### config.mk
export PLATFORM = sky130hd
export DESIGN_NAME = m92_cpu_glue
export DESIGN_NICKNAME = d
export VERILOG_FILES = /design/src/m92_glue_pkg.sv /design/src/m92_cpu_clock.sv /design/src/m92_addr_map.sv /design/src/m92_mem_port.sv /design/src/m92_io_regs.sv /design/src/m92_cpu_glue.sv
export SDC_FILE = /design/constraint.sdc
export NUM_CORES = 1
export LEC_CHECK = 0
export ABC_AREA = 1
export BUFFER_PORTS_ARGS = -buffer_cell sky130_fd_sc_hd__buf_2
export CELL_PAD_IN_SITES_DETAIL_PLACEMENT = 0
export CELL_PAD_IN_SITES_GLOBAL_PLACEMENT = 1
export CORE_UTILIZATION = 30
export CTS_CLUSTER_SIZE = 24
export DETAILED_ROUTE_END_ITERATION = 12
export PLACE_DENSITY_LB_ADDON = 0.1
export SETUP_SLACK_MARGIN = 0.4
export SYNTH_ARGS = -nofsm -noshare
export SYNTH_HDL_FRONTEND = slang
export SYNTH_HIERARCHICAL = 1
export SYNTH_SLANG_ARGS = --single-unit
### constraint.sdc
create_clock -name clk_sys -period 3 [get_ports clk_sys]
set_clock_uncertainty 0.15 [all_clocks]
set_input_delay 0.3 -clock clk_sys [delete_from_list [all_inputs] [get_ports clk_sys]]
set_output_delay 0.3 -clock clk_sys [all_outputs]
set_load 0.05 [all_outputs]
### src/m92_glue_pkg.sv
// M92 CPU glue shared types: bus widths, address map, I/O ports and state encodings
package m92_glue_pkg;

    // ========================================
    // Widths with a meaning
    // ========================================
    typedef logic [19:0] cpu_addr_t;    // CPU byte address
    typedef logic [15:0] cpu_word_t;
    typedef logic [1:0]  byte_sel_t;    // Bit 1 is the upper lane
    typedef logic [24:0] sdr_addr_t;
    typedef logic [7:0]  io_addr_t;
    typedef logic [7:0]  io_byte_t;
    typedef logic [3:0]  bank_t;
    typedef logic [9:0]  player_in_t;

    typedef enum logic [2:0] {
        region_rom,
        region_banked,
        region_ram,
        region_vid_ctrl,
        region_none
    } mem_region_t;

    typedef enum logic [0:0] {
        mem_idle,
        mem_wait
    } mem_state_t;

    typedef struct packed {
        logic kick_harness;     // Kick buttons wired through the P4 port
        logic large_tileset;
    } board_cfg_t;

    typedef struct packed {
        logic      rd;          // Single-cycle strobes
        logic      wr;
        byte_sel_t byte_sel;
        cpu_addr_t addr;
        cpu_word_t wdata;
    } cpu_bus_t;

    // ========================================
    // Address map
    // ========================================
    localparam cpu_addr_t ROM_END        = 20'h9FFFF;
    localparam cpu_addr_t BANK_WIN_START = 20'hA0000;
    localparam cpu_addr_t BANK_WIN_END   = 20'hBFFFF;
    localparam sdr_addr_t BANK_BASE      = 25'h0100000;
    localparam cpu_addr_t RAM_START      = 20'hE0000;
    localparam cpu_addr_t RAM_END        = 20'hEFFFF;
    localparam sdr_addr_t RAM_BASE       = 25'h0400000;
    localparam cpu_addr_t VID_CTRL_ADDR  = 20'hF9000;

    // I/O ports, word aligned
    localparam io_addr_t IO_SW_P1P2   = 8'h00;
    localparam io_addr_t IO_FLAGS     = 8'h02;
    localparam io_addr_t IO_DIP       = 8'h04;
    localparam io_addr_t IO_SW_P3P4   = 8'h06;
    localparam io_addr_t IO_SND_LATCH = 8'h08;
    localparam io_addr_t IO_BANK      = 8'h20;

endpackage

### src/m92_cpu_clock.sv
// CPU clock enable generator with memory stall and vertical-pulse synchronized pause
`timescale 1ns/1ps

module m92_cpu_clock #(
    parameter int CE_DIV = 4
) (
    input  logic clk_sys,
    input  logic reset_n,
    input  logic mem_busy,
    input  logic sdram_pending,
    input  logic bus_active,
    input  logic pause_rq,
    input  logic vpulse,
    output logic ce_cpu,
    output logic ce_4x,
    output logic cpu_paused
);

    localparam int CNT_W = (CE_DIV > 1) ? $clog2(CE_DIV) : 1;
    localparam logic [CNT_W-1:0] CNT_LAST = CNT_W'(CE_DIV - 1);

    logic [CNT_W-1:0] ce_cnt;
    logic             stall;
    logic             paused_nxt;

    assign stall = mem_busy | sdram_pending;   // Hold the CPU while SDRAM is fetched

    // Enter pause only on an idle vpulse cycle, leave once request and vpulse drop
    always_comb begin
        paused_nxt = cpu_paused;
        if (!cpu_paused) begin
            if (pause_rq && vpulse && !mem_busy && !bus_active) begin
                paused_nxt = 1'b1;
            end
        end else if (!pause_rq && !vpulse) begin
            paused_nxt = 1'b0;
        end
    end

    always_ff @(posedge clk_sys or negedge reset_n) begin
        if (!reset_n) begin
            ce_cpu     <= 1'b0;
            ce_4x      <= 1'b0;
            ce_cnt     <= '0;
            cpu_paused <= 1'b0;
        end else begin
            ce_cpu     <= 1'b0;
            ce_4x      <= 1'b0;
            cpu_paused <= paused_nxt;
            if (!stall && !paused_nxt) begin
                ce_4x  <= 1'b1;
                ce_cpu <= (ce_cnt == CNT_LAST);
                ce_cnt <= (ce_cnt == CNT_LAST) ? '0 : ce_cnt + 1'b1;
            end
        end
    end

    a_ce_cpu_in_4x: assert property (@(posedge clk_sys) disable iff (!reset_n)
        ce_cpu |-> ce_4x);

    // Pause entry is seen one cycle late, so this also covers the entry edge
    a_no_ce_paused: assert property (@(posedge clk_sys) disable iff (!reset_n)
        cpu_paused |-> !(ce_4x || ce_cpu));

endmodule

### src/m92_addr_map.sv
// CPU address decoder: region select, SDRAM translation and write protection
`timescale 1ns/1ps

module m92_addr_map (
    input  m92_glue_pkg::cpu_addr_t   addr,
    input  m92_glue_pkg::bank_t       bank,
    output m92_glue_pkg::mem_region_t region,
    output m92_glue_pkg::sdr_addr_t   sdr_addr,
    output logic                      writable
);

    import m92_glue_pkg::*;

    cpu_addr_t word_addr;
    sdr_addr_t bank_offset;

    assign word_addr   = {addr[19:1], 1'b0};
    assign bank_offset = sdr_addr_t'({bank, 17'd0});   // 128 KB per bank

    // ========================================
    // Region decode
    // ========================================
    always_comb begin
        if (addr <= ROM_END) begin
            region = region_rom;
        end else if (addr >= BANK_WIN_START && addr <= BANK_WIN_END) begin
            region = region_banked;
        end else if (addr >= RAM_START && addr <= RAM_END) begin
            region = region_ram;
        end else if (word_addr == VID_CTRL_ADDR) begin
            region = region_vid_ctrl;
        end else begin
            region = region_none;
        end
    end

    // SDRAM translation
    always_comb begin
        case (region)
            region_rom: begin
                sdr_addr = sdr_addr_t'(addr);
            end
            region_banked: begin
                sdr_addr = BANK_BASE + bank_offset + sdr_addr_t'(addr[16:0]);
            end
            region_ram: begin
                sdr_addr = RAM_BASE + sdr_addr_t'(addr[15:0]);
            end
            default: begin
                sdr_addr = '0;
            end
        endcase
    end

    assign writable = (region == region_ram);  // ROM and bank window are read-only

endmodule

### src/m92_mem_port.sv
// CPU memory port: SDRAM requests, video control register and read data lane shuffle
`timescale 1ns/1ps

module m92_mem_port (
    input  logic                      clk_sys,
    input  logic                      reset_n,
    input  m92_glue_pkg::cpu_bus_t    bus,
    input  m92_glue_pkg::mem_region_t region,
    input  m92_glue_pkg::sdr_addr_t   sdr_addr,
    input  logic                      writable,
    input  m92_glue_pkg::cpu_word_t   sdr_cpu_dout,
    input  logic                      sdr_cpu_rdy,
    output m92_glue_pkg::sdr_addr_t   sdr_cpu_addr,
    output m92_glue_pkg::cpu_word_t   sdr_cpu_din,
    output m92_glue_pkg::byte_sel_t   sdr_cpu_wr_sel,
    output logic                      sdr_cpu_req,
    output logic                      mem_busy,
    output logic                      sdram_pending,
    output m92_glue_pkg::cpu_word_t   cpu_mem_in,
    output m92_glue_pkg::cpu_word_t   vid_ctrl
);

    import m92_glue_pkg::*;

    mem_state_t  state;
    mem_region_t rd_region;     // Region of the last read
    logic        rd_odd;
    cpu_word_t   sdram_data;
    cpu_word_t   word_out;
    byte_sel_t   word_sel;
    cpu_word_t   rd_word;

    // Odd byte writes go out on the upper lane
    assign word_out = bus.addr[0] ? {bus.wdata[7:0], 8'h00} : bus.wdata;
    assign word_sel = bus.addr[0] ? {bus.byte_sel[0], 1'b0} : bus.byte_sel;

    assign sdram_pending = (bus.rd | bus.wr) &
                           (region == region_rom || region == region_banked ||
                            region == region_ram);
    assign mem_busy = (state == mem_wait);

    // ========================================
    // Request FSM and video control
    // ========================================
    always_ff @(posedge clk_sys or negedge reset_n) begin
        if (!reset_n) begin
            state       <= mem_idle;
            sdr_cpu_req <= 1'b0;
            vid_ctrl    <= '0;
            rd_region   <= region_none;
        end else begin
            sdr_cpu_req <= 1'b0;
            if (state == mem_idle && sdram_pending) begin
                sdr_cpu_req <= 1'b1;
                state       <= mem_wait;
            end else if (state == mem_wait && sdr_cpu_rdy) begin
                state <= mem_idle;
            end
            if (bus.wr && region == region_vid_ctrl) vid_ctrl <= word_out;
            if (bus.rd) rd_region <= region;
        end
    end

    always_ff @(posedge clk_sys) begin
        if (state == mem_idle && sdram_pending) begin
            sdr_cpu_addr   <= sdr_addr;
            sdr_cpu_din    <= word_out;
            sdr_cpu_wr_sel <= (bus.wr && writable) ? word_sel : 2'b00;  // Protected writes
        end
        if (state == mem_wait && sdr_cpu_rdy) sdram_data <= sdr_cpu_dout;
        if (bus.rd) rd_odd <= bus.addr[0];
    end

    // Read data mux
    assign rd_word = (rd_region == region_vid_ctrl) ? vid_ctrl : sdram_data;

    always_comb begin
        if (rd_region == region_none) begin
            cpu_mem_in = 16'hFFFF;
        end else if (rd_odd) begin
            cpu_mem_in = {8'h00, rd_word[15:8]};   // Upper byte moves to low lane
        end else begin
            cpu_mem_in = rd_word;
        end
    end

    a_rdy_in_wait: assert property (@(posedge clk_sys) disable iff (!reset_n)
        sdr_cpu_rdy |-> state == mem_wait);

    // The clock enables are stalled, so no new access may land mid-fetch
    a_no_req_busy: assert property (@(posedge clk_sys) disable iff (!reset_n)
        sdram_pending |-> state == mem_idle);

endmodule

### src/m92_io_regs.sv
// CPU I/O ports: switch, flag and DIP read map with harness wiring, bank select register
`timescale 1ns/1ps

module m92_io_regs (
    input  logic                     clk_sys,
    input  logic                     reset_n,
    input  m92_glue_pkg::board_cfg_t board_cfg,
    input  logic                     io_wr,
    input  m92_glue_pkg::io_addr_t   io_addr,
    input  m92_glue_pkg::io_byte_t   io_out,
    input  logic [3:0]               coin,
    input  logic [3:0]               start_buttons,
    input  m92_glue_pkg::player_in_t p1_input,
    input  m92_glue_pkg::player_in_t p2_input,
    input  m92_glue_pkg::player_in_t p3_input,
    input  m92_glue_pkg::player_in_t p4_input,
    input  logic [23:0]              dip_sw,
    output m92_glue_pkg::io_byte_t   io_in,
    output m92_glue_pkg::bank_t      bank
);

    import m92_glue_pkg::*;

    io_byte_t  sw_p1;
    io_byte_t  sw_p2;
    io_byte_t  sw_p3;
    io_byte_t  sw_p4;
    logic      kick;
    logic [15:0] flags;
    logic [15:0] io_word;
    io_addr_t  word_addr;

    // Common switch layout, bits 5 and 4 vary per port
    function automatic io_byte_t sw_byte(input player_in_t p, input logic b5, input logic b4);
        sw_byte = {p[4], p[5], b5, b4, p[3:0]};
    endfunction

    assign kick = board_cfg.kick_harness;

    // ========================================
    // Switch bytes
    // ========================================
    assign sw_p1 = sw_byte(p1_input, kick & p1_input[6], 1'b0);
    assign sw_p2 = sw_byte(p2_input, kick & p2_input[6], 1'b0);

    always_comb begin
        if (kick) begin
            sw_p3 = 8'h00;
            // Kick harness reuses P4 for the extra P1/P2 buttons
            sw_p4 = {p2_input[9], p2_input[8], p2_input[7], 1'b0,
                     p1_input[9], p1_input[8], p1_input[7], 1'b0};
        end else begin
            sw_p3 = sw_byte(p3_input, coin[2], start_buttons[2]);
            sw_p4 = sw_byte(p4_input, coin[3], start_buttons[3]);
        end
    end

    // DMA reads idle, then test, R and spare bits high
    assign flags = {~dip_sw[23:16], 1'b0, 3'b111, ~coin[1:0], ~start_buttons[1:0]};

    // ========================================
    // Read map
    // ========================================
    assign word_addr = {io_addr[7:1], 1'b0};

    always_comb begin
        case (word_addr)
            IO_SW_P1P2:   io_word = {~sw_p2, ~sw_p1};
            IO_FLAGS:     io_word = flags;
            IO_DIP:       io_word = ~dip_sw[15:0];
            IO_SW_P3P4:   io_word = {~sw_p4, ~sw_p3};
            IO_SND_LATCH: io_word = 16'hFFFF;   // No sound CPU here
            default:      io_word = 16'hFFFF;
        endcase
    end

    assign io_in = io_addr[0] ? io_word[15:8] : io_word[7:0];

    // Bank select for the ROM window
    always_ff @(posedge clk_sys or negedge reset_n) begin
        if (!reset_n) begin
            bank <= '0;
        end else if (io_wr && io_addr == IO_BANK) begin
            bank <= io_out[3:0];
        end
    end

endmodule

### src/m92_cpu_glue.sv
// M92 main CPU glue top level: clock enables, address map, SDRAM port and I/O ports
`timescale 1ns/1ps

module m92_cpu_glue #(
    parameter int CE_DIV = 4
) (
    input  logic                     clk_sys,
    input  logic                     reset_n,
    input  m92_glue_pkg::board_cfg_t board_cfg,
    input  m92_glue_pkg::cpu_bus_t   cpu_bus,
    input  logic                     io_rd,
    input  logic                     io_wr,
    input  m92_glue_pkg::io_addr_t   io_addr,
    input  m92_glue_pkg::io_byte_t   io_out,
    input  logic                     pause_rq,
    input  logic                     vpulse,
    input  m92_glue_pkg::cpu_word_t  sdr_cpu_dout,
    input  logic                     sdr_cpu_rdy,
    input  logic [3:0]               coin,
    input  logic [3:0]               start_buttons,
    input  m92_glue_pkg::player_in_t p1_input,
    input  m92_glue_pkg::player_in_t p2_input,
    input  m92_glue_pkg::player_in_t p3_input,
    input  m92_glue_pkg::player_in_t p4_input,
    input  logic [23:0]              dip_sw,
    output logic                     ce_cpu,
    output logic                     ce_4x,
    output logic                     cpu_paused,
    output m92_glue_pkg::cpu_word_t  cpu_mem_in,
    output m92_glue_pkg::io_byte_t   io_in,
    output m92_glue_pkg::sdr_addr_t  sdr_cpu_addr,
    output m92_glue_pkg::cpu_word_t  sdr_cpu_din,
    output logic                     sdr_cpu_req,
    output m92_glue_pkg::byte_sel_t  sdr_cpu_wr_sel,
    output m92_glue_pkg::cpu_word_t  vid_ctrl
);

    import m92_glue_pkg::*;

    mem_region_t region;
    sdr_addr_t   sdr_addr;
    bank_t       bank;
    logic        writable;
    logic        mem_busy;
    logic        sdram_pending;
    logic        bus_active;

    assign bus_active = cpu_bus.rd | cpu_bus.wr | io_rd | io_wr;  // Any strobe blocks pause

    m92_cpu_clock #(.CE_DIV(CE_DIV)) u_cpu_clock (
        .clk_sys       (clk_sys),
        .reset_n       (reset_n),
        .mem_busy      (mem_busy),
        .sdram_pending (sdram_pending),
        .bus_active    (bus_active),
        .pause_rq      (pause_rq),
        .vpulse        (vpulse),
        .ce_cpu        (ce_cpu),
        .ce_4x         (ce_4x),
        .cpu_paused    (cpu_paused)
    );

    m92_addr_map u_addr_map (
        .addr     (cpu_bus.addr),
        .bank     (bank),
        .region   (region),
        .sdr_addr (sdr_addr),
        .writable (writable)
    );

    m92_mem_port u_mem_port (
        .clk_sys        (clk_sys),
        .reset_n        (reset_n),
        .bus            (cpu_bus),
        .region         (region),
        .sdr_addr       (sdr_addr),
        .writable       (writable),
        .sdr_cpu_dout   (sdr_cpu_dout),
        .sdr_cpu_rdy    (sdr_cpu_rdy),
        .sdr_cpu_addr   (sdr_cpu_addr),
        .sdr_cpu_din    (sdr_cpu_din),
        .sdr_cpu_wr_sel (sdr_cpu_wr_sel),
        .sdr_cpu_req    (sdr_cpu_req),
        .mem_busy       (mem_busy),
        .sdram_pending  (sdram_pending),
        .cpu_mem_in     (cpu_mem_in),
        .vid_ctrl       (vid_ctrl)
    );

    m92_io_regs u_io_regs (
        .clk_sys       (clk_sys),
        .reset_n       (reset_n),
        .board_cfg     (board_cfg),
        .io_wr         (io_wr),
        .io_addr       (io_addr),
        .io_out        (io_out),
        .coin          (coin),
        .start_buttons (start_buttons),
        .p1_input      (p1_input),
        .p2_input      (p2_input),
        .p3_input      (p3_input),
        .p4_input      (p4_input),
        .dip_sw        (dip_sw),
        .io_in         (io_in),
        .bank          (bank)
    );

endmodule

# Yosys cells after proc, flatten, opt, wreduce, memory -nomap -nowiden
# Cells that the tools add are included.
# word_totals
n_memories,0
mem_bits_rw,0
latchBits,0
reg_bits,90
word_cells,99
romBits,0
in_bits,153
# classes
mul,0
div_mod_pow,0
reduce_logical,24
muxes,23
shifts,0
n_addsub,4
magnitude_cmp,5
n_eq_ne,11
bitwise,17
# ops
op,n
25-bit case mux with 3 select lines,1
16-bit 2-to-1 mux,4
16-bit case mux with 4 select lines,1
"20-bit less-or-equal comparator, second input constant",3
"20-bit greater-or-equal comparator, second input constant",2
8-bit inverter,5
25-bit by 17-bit adder with 25-bit output,1
"23-bit by 16-bit adder with 24-bit output, first input constant",1
8-bit 2-to-1 mux,3
"21-bit by 21-bit adder with 22-bit output, first input constant",1
"19-bit equality test, second input constant",1
16-bit inverter,1
"7-bit by 2-bit equality test with 1-bit output, second input constant",2
1-bit logical AND,12
3-bit 2-to-1 mux,4
"3-bit by 2-bit equality test with 1-bit output, second input constant",3
"8-bit by 6-bit equality test with 1-bit output, second input constant",1
8-bit zero test,1
1-bit 2-to-1 mux,8
"7-bit by 1-bit equality test with 1-bit output, second input constant",1
1-bit zero test,6
2-bit 2-to-1 mux,2
2-bit inverter,2
1-bit bitwise OR,4
10 further kinds,14

# Longest topological paths before layout
# logic_depth
ltp_word,13
ltp_mapped,14

# By module
# Netlist, hierarchy kept.
# by_module_without_submodules
module,area_each_um2,cells_per_inst,instances
m92_mem_port,3308.2,293,1
m92_io_regs,1092.3,229,1
m92_addr_map,365.4,75,1
m92_cpu_clock,244.0,24,1
m92_cpu_glue,11.3,3,1

# Worst setup path after synthesis
# Ideal clock, no wire load.
# synth_path
path_kind,input -> register
startpoint,in cpu_bus[28] (netlist bit)
endpoint,"reg u_mem_port.sdr_cpu_addr[0], enable pin"
setup_ns,0.445
arrival_time_ns,2.770
path_slack_ns,-0.365
cell_stages,10
required_time_ns,2.405
path_cell_list,inv_1 > nor2_1 > nand2_1 > nor2_1 > nand3_1 > nand2_1 > nor2_1 > inv_1 > nand3_1 > nor2_1
# synth_between
elab_chain_len,10
elab_cells_between_ends,19
# synth_lines
element,line_no,text
"start, declared",m92_cpu_glue.sv:10,"input m92_glue_pkg::cpu_bus_t cpu_bus,"
"20-bit greater-or-equal comparator, or another cell as far along",m92_addr_map.sv:28,end else if (addr >= RAM_START && addr <= RAM_END) begin
1-bit logical AND or 3-bit 2-to-1 mux (tied branches),"m92_addr_map.sv:28, m92_addr_map.sv:30",
3-bit 2-to-1 mux,m92_addr_map.sv:28,
3-bit 2-to-1 mux,m92_addr_map.sv:26,end else if (addr >= BANK_WIN_START && addr <= BANK_WIN_END) begin
3-bit 2-to-1 mux (*),m92_addr_map.sv:24,if (addr <= ROM_END) begin
named net region[1],m92_cpu_glue.sv:40,mem_region_t region;
3-bit by 1-bit equality test with 1-bit output or 3-bit zero test (tied branches),m92_mem_port.sv:38,(region == region_rom || region == region_banked ||
1-bit logical OR,m92_mem_port.sv:38,
1-bit logical OR (*),m92_mem_port.sv:38,
1-bit bitwise AND (*),m92_mem_port.sv:37,assign sdram_pending = (bus.rd | bus.wr) &
1-bit logical AND (*),m92_mem_port.sv:65,if (state == mem_idle && sdram_pending) begin
"end signal, assigned",m92_mem_port.sv:66,sdr_cpu_addr <= sdr_addr;
"end, declared",m92_mem_port.sv:13,"output m92_glue_pkg::sdr_addr_t sdr_cpu_addr,"
# The timed path passes the listed nets; every way through them passes the cells marked *.
# A chain may end at the register's enable or synchronous reset.

# Final worst setup path
# layout_path
startpoint,reg u_mem_port.rd_region[2]
endpoint,out cpu_mem_in[15]
# layout_between
elab_chain_len,4
elab_cells_between_ends,5
# layout_lines
element,line_no,text
"start, declared",m92_mem_port.sv:26,mem_region_t rd_region;
"start signal, assigned",m92_mem_port.sv:50,rd_region <= region_none;
"start signal, assigned",m92_mem_port.sv:60,if (bus.rd) rd_region <= region;
3-bit by 2-bit equality test with 1-bit output,m92_mem_port.sv:75,assign rd_word = (rd_region == region_vid_ctrl) ? vid_ctrl : sdram_data;
16-bit 2-to-1 mux,m92_mem_port.sv:75,
16-bit 2-to-1 mux,m92_mem_port.sv:80,end else if (rd_odd) begin
16-bit 2-to-1 mux (*),m92_mem_port.sv:78,if (rd_region == region_none) begin
"end, declared",m92_cpu_glue.sv:29,"output m92_glue_pkg::cpu_word_t cpu_mem_in,"
# Mark *: on every way between the ends. The rest lies on a longest branch, timed or not.

==> impl_results.md <==
- Final Hold Vio Count: 0
- Synth cell count leaders: nand2_1 (185), inv_1 (114), edfxtp_1 (60), nor2_1 (59), nand3_1 (42)
- Status: finished clean
- Int Pwr: 0.00239 W
- # IOs: 240
- Clock share of power: 0.326
- Area grow syn2layout: 35.5%
- Iteration-0 DRC Markers: 266
- CP peak stage delay: 570 ps
- Via/cell ratio: 4.25
- RSZ-0062 raised after global routing: false
- Max Transition Viols Final: 0
- VDD IR-drop max: 0.000280 V
- Final setup vio count: 0
- I/O Buffers: 226
- Crit-path max FO: 16
- Share of cells above drive strength 1: 0.348
- FF-to-FF setup slack: 1430 ps
- Setup TNS: 0 ps
- Worst R2R Path Depth: 2
- Leakage Power: 3.49 nW
- First-pass GRT wire length: 23100 microns
- Remaining DRCs: 0
- Top-count cell post-synth: nand2_1
- Chip Width: 131 microns
- Fraction of registers with async set/reset: 0.333
- Post-DRT Antenna Nets: 0
- CTS Root Cell: clkbuf_16
- Synth area leaders: edfxtp_1 (36%), dfrtp_1 (14%), nand2_1 (14%)
- Max_cap viols: 0
- Cell count after synthesis: 624
- Worst Hold Path EP: u_io_regs/bank[1]
- Synth Warn #: 6
- Clock Path Buffers: 2
- Min Tclk post-route: 2370 ps
- Fmax: 422 MHz
- Worst-path cell chain: nand3_1 > nand2_1 > buf_2
- Post-DP Area: 6320 sq um
- DRT Pass-1 Iters: 5
- WP data required: 2550 ps
- Tightest Pin Transition: 685 ps
- Crit path buffers/inverters: 1
- Combinational Power Share: 0.260
- Netlist cell types: 35
- Critical Path AT: 1920 ps
- Slowest CP cell: dfstp_2
- Worst hold stages: 3
- Top-area cell type share of the netlist area: 0.359
- Psw: 0.00128 W
- Sequential area share after synthesis: 0.509
- Number of enable flip-flop cells after synthesis: 60
- Gr usage total: 0.169
- Worst Path Class, Setup: reg -> out
- FP Rows: 46
- Total number of vias: 4616
- ANT cells: 0
- Hold crit path type: in -> reg
- WL final: 14200 microns
- Nets: 1018
- Final worst path period share: 0.790
- Flop pwr share: 0.414
- GR Overflow Total: 0
- Worst-Skew Late Latency: 340 ps
- Ys flop type: edfxtp_1
- Slew Limit Headroom: 0.543
- Syn Std Cell Area: 5020 sq um
- Syn_area_per_cell: 8.05 sq um
- Drt wl/cell: 13.1 microns
- Core footprint: 16100 sq um
- CTS buffer count: 9
- Post-synthesis sequential element count: 90
- Switch share: 0.349
- Initial core utilization: 0.312
- Reg-to-reg endpoint: u_mem_port/sdram_data[6]
- CTS clk-pin slew, worst paths: 70 ps
- CTS tree: yes
- H-tree levels: 3
- Area leader, netlist: edfxtp_1
- DP Wirelength: 11300 microns
- Endpoint type of the worst setup path: primary output
- Cell area after layout: 6800 sq um
- # clock sinks: 90
- Top delay family on crit path: simple AND/OR/NAND/NOR gates
- HP Start: io_out[1]
- Chip height: 131 microns
- Critical R2R Launch: u_mem_port/mem_busy
- P per Cell Area: 540 nW/um^2
- Die area: 17300 sq um
- Initial antenna violation count: 0
- CP startpoint kind: register
- Vias in the first global route: 4568
- Largest net degree at the start of global routing: 45
- RD Place Congestion: 0.836
-- sequential cells by signal, summed over array words and instances (netlist names) --
signal and count:
u_cpu_clock/ce_4x 1, u_cpu_clock/ce_cnt 2, u_cpu_clock/ce_cpu 1, u_cpu_clock/cpu_paused 1
u_io_regs/bank 4, u_mem_port/mem_busy 1, u_mem_port/rd_odd 1, u_mem_port/rd_region 3
u_mem_port/sdr_cpu_addr 25, u_mem_port/sdr_cpu_din 16, u_mem_port/sdr_cpu_req 1, u_mem_port/sdr_cpu_wr_sel 2
u_mem_port/sdram_data 16, u_mem_port/vid_ctrl 16
-- placed cells by master (no fill, tap or decap), drive strengths merged --
master | netlist | layout
a211oi | 1 | 1
a21oi | 8 | 8
buf | 17 | 228
bufinv | 0 | 1
clkbuf | 0 | 9
clkinv | 3 | 4
conb | 1 | 2
dfrtp | 29 | 29
dfstp | 1 | 1
dlygate4sd3 | 0 | 17
edfxtp | 60 | 60
ha | 1 | 1
inv | 123 | 128
nand2 | 196 | 196
nand3 | 45 | 45
nand3b | 4 | 4
nand4 | 6 | 6
nor2 | 80 | 80
nor3 | 1 | 1
o211a | 1 | 1
o211ai | 1 | 1
o21ai | 43 | 43
o22ai | 2 | 2
or2 | 1 | 1
-- per-layer routing --
layer / vias up / part of all wire / track usage
li1: 2408 / - / -
met5: - / 0 / 0
met1: 2038 / 0.48 / 0.229
met4: 0 / 0.011 / 0.0465
met2: 159 / 0.45 / 0.267
met3: 11 / 0.066 / 0.0413
-- worst max path at each step --
stage / to / from / depth (start not counted)
6_report: cpu_mem_in[15] / u_mem_port/rd_region[2] / 3
5_1_grt: cpu_mem_in[12] / u_mem_port/rd_region[2] / 3
4_1_cts: cpu_mem_in[15] / u_mem_port/rd_region[2] / 3
3_5_place_dp: u_mem_port/sdr_cpu_addr[24] / cpu_bus[17] / 11
3_3_place_gp: io_in[1] / io_addr[3] / 11
2_1_floorplan: u_mem_port/sdr_cpu_addr[0] / cpu_bus[28] / 10
-- kinds of logic (layout without fill, tap and decap cells) --
family,after synthesis,count (layout),synth area share
flip-flops,90,90,0.509
AND/OR/NAND/NOR,333,333,0.297
AO/OA/AOI/OAI,56,56,0.0673
adder cells (fa/ha/maj),1,1,0.00249
buffers and inverters,143,387,0.124
other,1,2,0.000747
-- metrics by stage --
stage	power [W]	setup WS (ps)	util	instances	hold slack (ps)
finish	0.00368	630	0.422	1085	49.0
global route	0.00385	453	0.422	1085	59.5
CTS	0.00373	584	0.422	1085	44.6
detailed placement	0.00249	780	0.392	1052	244
global placement	0.00249	777	0.392	1052	227
floorplan	0.00220	808	-	625	-146
-- final cells by class --
cell class / instances / area, sq um
flip-flops and latches: 90 / 2550
clock inverters: 7 / 92.6
well taps: 216 / 270
inverters: 126 / 478
multi-input cells: 392 / 1860
fillers: 1705 / 9310
clock buffers: 9 / 225
repair buffers: 245 / 1330
-- power by group through the flow --
| stage | registers [W] | clock network [W] | logic, W |
|---|---|---|---|
| 6_report | 0.00152 | 0.00120 | 0.000956 |
| 5_1_grt | 0.00153 | 0.00129 | 0.00103 |
| 4_1_cts | 0.00152 | 0.00124 | 0.000966 |
| 3_5_place_dp | 0.00155 | 0 | 0.000948 |
| 3_3_place_gp | 0.00154 | 0 | 0.000941 |
| 2_1_floorplan | 0.00182 | 0 | 0.000372 |
-- worst register-to-register path, cell delays in order, from the launching register on --
cell     delay [ps]
dfrtp_1         480
nand2_1          80
inv_1           490
-- timing repair --
action,CTS,global route
gates resized for setup,0,0
hold buffers,17,0
setup buffers,0,0
endpoints found under the hold margin,45,0
No activity file was read; power rests on OpenSTA's default activity.
